==> src/hw/conv_pkg.sv <==
// Sizes, latencies, opcodes and stream types shared by every convolution engine block.
`default_nettype none

package conv_pkg;

  // grid size.
  localparam int UNITS          = 4;
  localparam int MEMBERS        = 4;

  localparam int WORD_WIDTH_IN  = 8;
  localparam int WORD_WIDTH_OUT = 24;

  // pipeline depths in enabled cycles.
  localparam int LATENCY_MUL    = 2;
  localparam int LATENCY_ACC    = 1;
  localparam int LATENCY        = LATENCY_MUL + LATENCY_ACC;

  typedef enum logic [1:0] {
    OP_MAC    = 2'd0,
    OP_FIRST  = 2'd1,
    OP_LAST   = 2'd2,
    OP_SINGLE = 2'd3
  } conv_op_e;

  // one input beat of operands.
  typedef struct packed {
    logic [UNITS-1:0][WORD_WIDTH_IN-1:0]   pixels;
    logic [MEMBERS-1:0][WORD_WIDTH_IN-1:0] weights;
  } conv_in_t;

  typedef struct packed {
    conv_op_e op;
    logic     last;
  } conv_ctrl_t;

  // sums indexed as [member][unit].
  typedef struct packed {
    logic [MEMBERS-1:0][UNITS-1:0][WORD_WIDTH_OUT-1:0] sums;
  } conv_out_t;

endpackage

`default_nettype wire

==> src/hw/conv_control.sv <==
// Stall, opcode decode and valid/last pipeline shared by all processing elements of the engine.
`timescale 1ns/1ps
`default_nettype none

module conv_control (
  input  logic                 clk,
  input  logic                 rst_n,
  input  logic                 s_valid,
  output logic                 s_ready,
  input  conv_pkg::conv_ctrl_t s_ctrl,
  input  logic                 m_ready,
  output logic                 m_valid,
  output logic                 m_last,
  output logic                 mul_en,
  output logic                 acc_en,
  output logic                 bypass
);
  import conv_pkg::*;

  logic en;
  logic start;
  logic emit;
  logic acc_valid;
  logic acc_start;
  logic acc_emit;
  logic acc_last;
  logic emit_valid;

  // the whole pipe freezes while an output waits.
  assign en      = !m_valid || m_ready;
  assign s_ready = en;

  assign mul_en = en && s_valid;
  // stages behind the input register step with the global enable.
  assign acc_en = en;

  always_comb begin
    start = 1'b0;
    emit  = 1'b0;
    case (s_ctrl.op)
      OP_MAC: begin
        start = 1'b0;
        emit  = 1'b0;
      end
      OP_FIRST: begin
        start = 1'b1;
        emit  = 1'b0;
      end
      OP_LAST: begin
        start = 1'b0;
        emit  = 1'b1;
      end
      OP_SINGLE: begin
        start = 1'b1;
        emit  = 1'b1;
      end
      default: begin
        start = 1'b0;
        emit  = 1'b0;
      end
    endcase
  end

  // carries the decoded bits to the accumulate stage.
  n_delay #(
    .N          (LATENCY_MUL),
    .WORD_WIDTH (4)
  ) u_mul_ctrl (
    .clk      (clk),
    .rst_n    (rst_n),
    .en       (en),
    .data_in  ({s_valid, start, emit, s_ctrl.last}),
    .data_out ({acc_valid, acc_start, acc_emit, acc_last})
  );

  assign bypass     = acc_valid && acc_start;
  assign emit_valid = acc_valid && acc_emit;

  // output flags hold while en is low.
  n_delay #(
    .N          (LATENCY_ACC),
    .WORD_WIDTH (2)
  ) u_acc_ctrl (
    .clk      (clk),
    .rst_n    (rst_n),
    .en       (en),
    .data_in  ({emit_valid, acc_last}),
    .data_out ({m_valid, m_last})
  );

endmodule

`default_nettype wire

==> src/hw/conv_engine.sv <==
// Convolution engine top: control block plus the MEMBERS by UNITS grid of MAC elements.
`timescale 1ns/1ps
`default_nettype none

module conv_engine (
  input  logic                 clk,
  input  logic                 rst_n,

  input  logic                 s_valid,
  output logic                 s_ready,
  input  conv_pkg::conv_in_t   s_data,
  input  conv_pkg::conv_ctrl_t s_ctrl,

  output logic                 m_valid,
  input  logic                 m_ready,
  output conv_pkg::conv_out_t  m_data,
  output logic                 m_last
);
  import conv_pkg::*;

  logic mul_en;
  logic acc_en;
  logic bypass;

  conv_control u_control (
    .clk     (clk),
    .rst_n   (rst_n),
    .s_valid (s_valid),
    .s_ready (s_ready),
    .s_ctrl  (s_ctrl),
    .m_ready (m_ready),
    .m_valid (m_valid),
    .m_last  (m_last),
    .mul_en  (mul_en),
    .acc_en  (acc_en),
    .bypass  (bypass)
  );

  // element (m, u) sees pixel u and weight m.
  for (genvar m = 0; m < MEMBERS; m++) begin : g_member
    for (genvar u = 0; u < UNITS; u++) begin : g_unit
      processing_element u_pe (
        .clk    (clk),
        .rst_n  (rst_n),
        .mul_en (mul_en),
        .acc_en (acc_en),
        .bypass (bypass),
        .pixel  (s_data.pixels[u]),
        .weight (s_data.weights[m]),
        .sum    (m_data.sums[m][u])
      );
    end
  end

endmodule

`default_nettype wire

==> src/hw/n_delay.sv <==
// Enabled delay line of N reset registers, used for the operand and control pipes.
`timescale 1ns/1ps
`default_nettype none

module n_delay #(
  parameter int N          = 1,
  parameter int WORD_WIDTH = 8
) (
  input  logic                  clk,
  input  logic                  rst_n,
  input  logic                  en,
  input  logic [WORD_WIDTH-1:0] data_in,
  output logic [WORD_WIDTH-1:0] data_out
);

  generate
    if (N == 0) begin : g_pass
      assign data_out = data_in;
    end else begin : g_pipe
      logic [WORD_WIDTH-1:0] stage [N];

      always_ff @(posedge clk or negedge rst_n) begin
        if (!rst_n) begin
          for (int i = 0; i < N; i++) begin
            stage[i] <= '0;
          end
        end else if (en) begin
          stage[0] <= data_in;
          // shift toward the output.
          for (int i = 1; i < N; i++) begin
            stage[i] <= stage[i-1];
          end
        end
      end

      assign data_out = stage[N-1];
    end
  endgenerate

endmodule

`default_nettype wire

==> src/hw/processing_element.sv <==
// One pixel by weight multiply and accumulate lane, instantiated across the engine grid.
`timescale 1ns/1ps
`default_nettype none

module processing_element (
  input  logic                                      clk,
  input  logic                                      rst_n,
  input  logic                                      mul_en,
  input  logic                                      acc_en,
  input  logic                                      bypass,
  input  logic signed [conv_pkg::WORD_WIDTH_IN-1:0]  pixel,
  input  logic signed [conv_pkg::WORD_WIDTH_IN-1:0]  weight,
  output logic signed [conv_pkg::WORD_WIDTH_OUT-1:0] sum
);
  import conv_pkg::*;

  logic                                nonzero;
  logic                                op_valid;
  logic                                prod_valid;
  logic signed [WORD_WIDTH_IN-1:0]     pixel_q;
  logic signed [WORD_WIDTH_IN-1:0]     weight_q;
  logic signed [2*WORD_WIDTH_IN-1:0]   product;
  logic signed [WORD_WIDTH_OUT-1:0]    product_ext;
  logic signed [WORD_WIDTH_OUT-1:0]    sum_next;

  // zero operands leave the multiplier registers idle.
  assign nonzero = (pixel != '0) && (weight != '0);

  n_delay #(
    .N          (LATENCY_MUL - 1),
    .WORD_WIDTH (2 * WORD_WIDTH_IN)
  ) u_operands (
    .clk      (clk),
    .rst_n    (rst_n),
    .en       (mul_en && nonzero),
    .data_in  ({pixel, weight}),
    .data_out ({pixel_q, weight_q})
  );

  // valid moves every enabled cycle so bubbles are tracked.
  n_delay #(
    .N          (LATENCY_MUL - 1),
    .WORD_WIDTH (1)
  ) u_op_valid (
    .clk      (clk),
    .rst_n    (rst_n),
    .en       (acc_en),
    .data_in  (mul_en && nonzero),
    .data_out (op_valid)
  );

  // last multiplier stage.
  always_ff @(posedge clk) begin
    if (acc_en && op_valid) begin
      product <= pixel_q * weight_q;
    end
  end

  always_ff @(posedge clk or negedge rst_n) begin
    if (!rst_n) begin
      prod_valid <= 1'b0;
    end else if (acc_en) begin
      prod_valid <= op_valid;
    end
  end

  assign product_ext = {{(WORD_WIDTH_OUT - 2*WORD_WIDTH_IN){product[2*WORD_WIDTH_IN-1]}},
                        product};

  // wraps at the accumulator width.
  assign sum_next = (prod_valid ? product_ext : '0) + (bypass ? '0 : sum);

  always_ff @(posedge clk) begin
    if (acc_en && (prod_valid || bypass)) begin
      sum <= sum_next;
    end
  end

endmodule

`default_nettype wire

==> config.mk <==
export PLATFORM = sky130hd
export DESIGN_NAME = conv_engine
export DESIGN_NICKNAME = d
export VERILOG_FILES = /design/src/hw/conv_pkg.sv /design/src/hw/conv_control.sv /design/src/hw/conv_engine.sv /design/src/hw/n_delay.sv /design/src/hw/processing_element.sv
export SDC_FILE = /design/constraint.sdc
export NUM_CORES = 2
export LEC_CHECK = 0
export ABC_CLOCK_PERIOD_IN_PS = 6150
export BUFFER_PORTS_ARGS = -buffer_cell sky130_fd_sc_hd__buf_2
export CORE_ASPECT_RATIO = 1.2
export CORE_UTILIZATION = 50
export CTS_CLUSTER_SIZE = 28
export DETAILED_ROUTE_END_ITERATION = 7
export PLACE_DENSITY = 0.67
export SLEW_MARGIN = 15
export SYNTH_ARGS = -nofsm -noshare
export SYNTH_HDL_FRONTEND = slang
export SYNTH_SLANG_ARGS = --single-unit
==> constraint.sdc <==
create_clock -name clk -period 6.15 [get_ports clk]
set_clock_uncertainty 0.2 [all_clocks]
set_input_delay 1.23 -clock clk [delete_from_list [all_inputs] [get_ports clk]]
set_output_delay 1.23 -clock clk [all_outputs]
set_load 0.02 [all_outputs]
# --- Word-level counts from Yosys, hierarchy flattened ---
# Index checks and enable logic that the tools add are counted.
word_totals:
  mem_bits_rw: 0
  wordCells: 250
  in_bits: 71
  rom_bits: 0
  out_inout_bits: 387
  latchBits: 0
  mem_count: 0
  register_bits: 938
op_classes:
  bitwise: 0
  n_addsub: 16
  n_mux: 34
  magnitude_cmp: 0
  div_mod_pow: 0
  n_eq_ne: 3
  n_shift: 0
  reduce_logical: 98
  mul: 16
ops:
  columns: ["cell", "n"]
  rows:
  - ["24-bit two-way mux", 32]
  - ["24-bit adder", 16]
  - ["8-bit by 8-bit multiplier with 16-bit output", 16]
  - ["1-bit logical AND", 67]
  - ["8-bit nonzero test", 8]
  - ["1-bit logical OR", 17]
  - ["2-bit OR reduction", 4]
  - ["2-bit == test (second input constant)", 2]
  - ["1-bit case mux with 2 select lines", 2]
  - ["2-bit by 1-bit == test with 1-bit output (second input constant)", 1]
  - ["2-bit logical NOT", 1]
  - ["1-bit logical NOT", 1]

# --- Depth between registers and ports, before layout ---
depth:
  word_depth: 4
  mapped_depth: 20
  ltp_nobuf: 19

# --- Modules after synthesis ---
# A second synthesis with hierarchy kept.
unflattened:
  cells_unflattened: 9279
  area_unflattened_um2: 95262.6
modules_own_cells:
  columns: ["module", "seq_area_each_um2", "cells_per_inst", "area_per_inst_um2", "n_inst"]
  rows:
  - ["processing_element at g_member[0].g_unit[0].u_pe ...", 1226.2, 529, 5177.5, 5]
  - ["processing_element at g_member[1].g_unit[2].u_pe ...", 1226.2, 559, 5307.6, 4]
  - ["processing_element at g_member[2].g_unit[3].u_pe ...", 1226.2, 533, 5180.0, 4]
  - ["n_delay at g_member[0].g_unit[0].u_pe.u_operands ...", 400.4, 34, 649.4, 16]
  - ["processing_element at g_member[1].g_unit[1].u_pe", 1226.2, 581, 5457.7, 1]
  - ["processing_element at g_member[3].g_unit[3].u_pe", 1226.2, 545, 5286.3, 1]
  - ["processing_element at g_member[2].g_unit[2].u_pe", 1226.2, 532, 5166.2, 1]
  - ["n_delay at g_member[0].g_unit[0].u_pe.u_op_valid ...", 25.0, 2, 40.0, 16]
  - ["n_delay at u_control.u_mul_ctrl", 200.2, 21, 361.6, 1]
  - ["n_delay at u_control.u_acc_ctrl", 50.0, 4, 72.6, 1]
  - ["conv_control", 0.0, 7, 50.0, 1]

# --- Least setup slack after synthesis ---
# Ideal clock, no wire load.
synth_timing:
  path_kind: "reg2reg"
  startpoint: "register g_member[0].g_unit[0].u_pe.u_operands.g_pipe.stage (netlist bit g_member[0].g_unit[0].u_pe.u_operands.data_out[15])"
  endpoint: "register g_member[0].g_unit[0].u_pe.product[14], data pin"
  setup_ns: 0.261
  required_time_ns: 5.689
  synth_period_minus_slack_ns: 4.948
  setup_slack_ns: 1.202
  path_stages_with_launch: 20
  n_path_buf: 1
  arrival_time_ns: 4.487
  path_cell_list: "dfrtp_1 > clkbuf_1 > and2_1 > fa_1 > inv_1 > fa_1 > inv_1 > fa_1 > inv_1 > fa_1 > inv_1 > ha_1 > o21ai_0 > a21boi_0 > o21ai_0 > a21boi_0 > o21ai_0 > a21boi_0 > nor4_1 > a311o_1"
synth_between:
  elab_chain_len: 1
synth_rtl:
  columns: ["item", "line_no", "source"]
  rows:
  - ["start, declared", "n_delay.sv:20", "logic [WORD_WIDTH-1:0] stage [N];"]
  - ["start signal, assigned by index", "n_delay.sv:31", "stage[i] <= stage[i-1];"]
  - ["8-bit by 8-bit multiplier with 16-bit output", "processing_element.sv:55", "product <= pixel_q * weight_q;"]
  - ["end signal, assigned", "processing_element.sv:55", null]
  - ["end, declared", "processing_element.sv:22", "logic signed [2*WORD_WIDTH_IN-1:0] product;"]
# No other way between the ends.
# A chain may end at the register's enable or synchronous reset.

# --- Worst setup path in the final report ---
layout_timing:
  startpoint: "register g_member[0].g_unit[1].u_pe.u_operands.g_pipe.stage (netlist bit g_member[0].g_unit[1].u_pe.u_operands.data_out[2])"
  endpoint: "register g_member[0].g_unit[1].u_pe.product[14], data pin"
layout_between:
  elab_chain_len: 1
layout_rtl:
  columns: ["item", "line_no"]
  rows:
  - ["start, declared", "n_delay.sv:20"]
  - ["start signal, assigned by index", "n_delay.sv:31"]
  - ["8-bit by 8-bit multiplier with 16-bit output", "processing_element.sv:55"]
  - ["end signal, assigned", "processing_element.sv:55"]
  - ["end, declared", "processing_element.sv:22"]
# No other way between the ends.

==> impl_metrics.json <==
{
  "status": "finished clean",
  "hold_viol_final": 0,
  "gp_congestion": 0.898,
  "grt_max_degree": 116,
  "worstPathRequired_ps": 6450,
  "grt_use_total_pct": 24.1,
  "route.detailed.drc": 0,
  "clk_pin_slew_ps": 60,
  "yosysWarnings": 0,
  "grt_pass1_wl_mm": 351,
  "cp_max_fo": 9,
  "min_period_over_period_pct": 87.5,
  "layout_min_cycle_time_ps": 5380,
  "dp_slack_ps": 837,
  "async_flop_share_pct": 31.8,
  "fmax_mhz": 186,
  "ctsHoldBuffers": 0,
  "yosysTopAreaCell": "edfxtp_1",
  "fp.dieW_um": 391,
  "end_kind": "flip-flop",
  "cts_root_buffer": "clkbuf_16",
  "synth.cell_area_um2": 90800,
  "htree_levels": 3,
  "drt-total-wl_mm": 219,
  "dieArea_um2": 183000,
  "start_util_pct": 50.3,
  "netlist_instances": 9180,
  "synthTopCellsByArea": "edfxtp_1 (21%), fa_1 (20%), ha_1 (11%)",
  "cts_setup_buffers": 0,
  "synth_top_flop_cell": "edfxtp_1",
  "grt-ovfl-total": 0,
  "final_cell_area_um2": 99700,
  "cts_inserted_buffers": 109,
  "core-area_um2": 181000,
  "syn_area_per_cell_um2": 9.89,
  "seq_area_frac_synth_pct": 29.4,
  "mostFrequentLayoutCell": "inv_1",
  "cts_tree": "built",
  "worst_slack_ps": 769,
  "grt_pass1_vias": 66771,
  "setup_viol": 0,
  "area_growth_pct": 9.82,
  "reg2regPathDepth": 18,
  "wire_per_inst_um": 18.0,
  "synthDistinctLibCells": 73,
  "io_buffers": 457,
  "ctsResizeCount": 0,
  "nNetsFinal": 11433,
  "antenna_found_initial": 31,
  "rows": 171,
  "worstPathArrival_ps": 5680,
  "tightestPinTransition_ps": 1110,
  "clk_path_buf_depth": 3,
  "cts.sinks": 938,
  "hold_path_class": "in -> async",
  "dieHeight_um": 469,
  "drv_slew": 0,
  "num_vias": 64444,
  "dr.first_iter.drc_count": 3396,
  "maxCapViolCount": 0,
  "hpwl_mm": 169,
  "clock_latency_ps": 770,
  "dpl_cell_area_um2": 96000,
  "ios": 458,
  "vias_per_cell": 5.30,
  "startpoint_type": "flip-flop",
  "synth_edf_count": 640,
  "drtPass1Iterations": 8,
  "fin_tns_setup_ps": 0,
  "drive_gt1_share_pct": 9.05,
  "synth_top_area_share_pct": 21.2,
  "ant_nets": 0,
  "synth_nets": 10979,
  "synth-seq-cells": 938,
  "path_class": "reg -> reg",
  "layout_common_cells": "inv_1 (1443), and2_1 (1280), nand2_1 (897), fa_1 (896), ha_1 (832)",
  "relSlewSlack_pct": 25.8,
  "rsz0062_at_grt": "false"
}
-- stage by stage --
| step | instances | hold WS, ps | util (%) |
|---|---|---|---|
| 2_1_floorplan | 9180 | 239 | - |
| 3_3_place_gp | 11945 | 250 | 53.2 |
| 3_5_place_dp | 11945 | 255 | 53.2 |
| 4_1_cts | 12151 | 225 | 55.2 |
| 5_1_grt | 12152 | 272 | 55.2 |
| 6_report | 12163 | 254 | 55.2 |
-- critical path, cell delays in order, from the launching register on --
cell      delay (ps)
dfrtp_1          480
and2_1           200
fa_1             530
inv_1             50
fa_1             540
inv_1             50
fa_1             470
inv_1             50
fa_1             470
inv_1             50
ha_1             320
o21ai_0          150
a21boi_0         250
o21ai_0          130
a21boi_0         240
o21ai_0          150
a21boi_0         340
nor4_1            80
a311o_1          330
-- per-layer routing --
| metal | track usage [%] | vias to the layer above | wire [um] |
|---|---|---|---|
| met5 | 0 | - | 250 |
| met4 | 7.46 | 16 | 6190 |
| met3 | 3.29 | 332 | 12100 |
| met2 | 41.5 | 1459 | 106000 |
| met1 | 31.4 | 31947 | 93900 |
| li1 | - | 30690 | - |
-- registers in the layout (all words and copies together) (netlist names) --
name	count
g_member.g_unit.u_pe.prod_valid	16
g_member.g_unit.u_pe.product	256
g_member.g_unit.u_pe.sum	384
g_member.g_unit.u_pe.u_op_valid.data_out	16
g_member.g_unit.u_pe.u_operands.data_out	256
u_control.u_acc_ctrl.data_out	2
u_control.u_mul_ctrl.data_out	4
u_control.u_mul_ctrl.g_pipe.stage	4
-- layout make-up --
cell class                      count  area, um2
Tap cell                         2422       3030
Antenna cell                       12       30.0
Timing Repair Buffer              503       2710
Clock inverter                     60        543
Fill cell                       16087      80900
Clock buffer                      146       3100
Multi-Input combinational cell   6638      58200
Sequential cell                   938      26700
Inverter                         1444       5420
-- worst paths after layout --
kind                                                                   from                                          endpoint  slack, ps
setup / recovery                                                  flip-flop  g_member[0].g_unit[1].u_pe.product[14]$_DFFE_PP_        770
min in group clk           u_control.u_mul_ctrl.g_pipe.stage[4]$_DFFE_PN0N_  u_control.u_mul_ctrl.g_pipe.stage[4]$_DFFE_PN0N_        270
hold reg to reg            u_control.u_mul_ctrl.g_pipe.stage[4]$_DFFE_PN0N_  u_control.u_mul_ctrl.g_pipe.stage[4]$_DFFE_PN0N_        270
max in group asynchronous                                             rst_n                        asynchronous set/reset pin       4350
hold / removal                                                        rst_n                        asynchronous set/reset pin        250
setup reg to reg                                                  flip-flop  g_member[0].g_unit[1].u_pe.product[14]$_DFFE_PP_        770
-- Yosys cell counts, drive strengths merged (178+ instances only) --
| library cell | instances |
|---|---|
| inv | 1444 |
| and2 | 1282 |
| nand2 | 898 |
| fa | 896 |
| ha | 832 |
| edfxtp | 640 |
| xnor2 | 457 |
| nor2 | 351 |
| a21oi | 339 |
| dfrtp | 298 |
| o21ai | 218 |
| nor2b | 178 |
-- kinds of logic (layout without fill, tap and decap cells) --
group                      count (synthesis)  after routing  share of synthesized area, %
muxes                                    146            146                          1.80
AOI/OAI and AO/OA                       1138           1138                          8.10
buffers and inverters                   1604           2153                          6.63
adders and majority gates               1728           1728                          31.2
other                                      0             12                             0
and+or+nand+nor                         3085           3085                          17.7
DFF                                      938            938                          29.4
xor gates and xnor gates                 541            541                          5.22
Power is left out: the tool's default activity adds up to more than one toggle a clock period on the data nets, which glitch-free logic cannot reach.
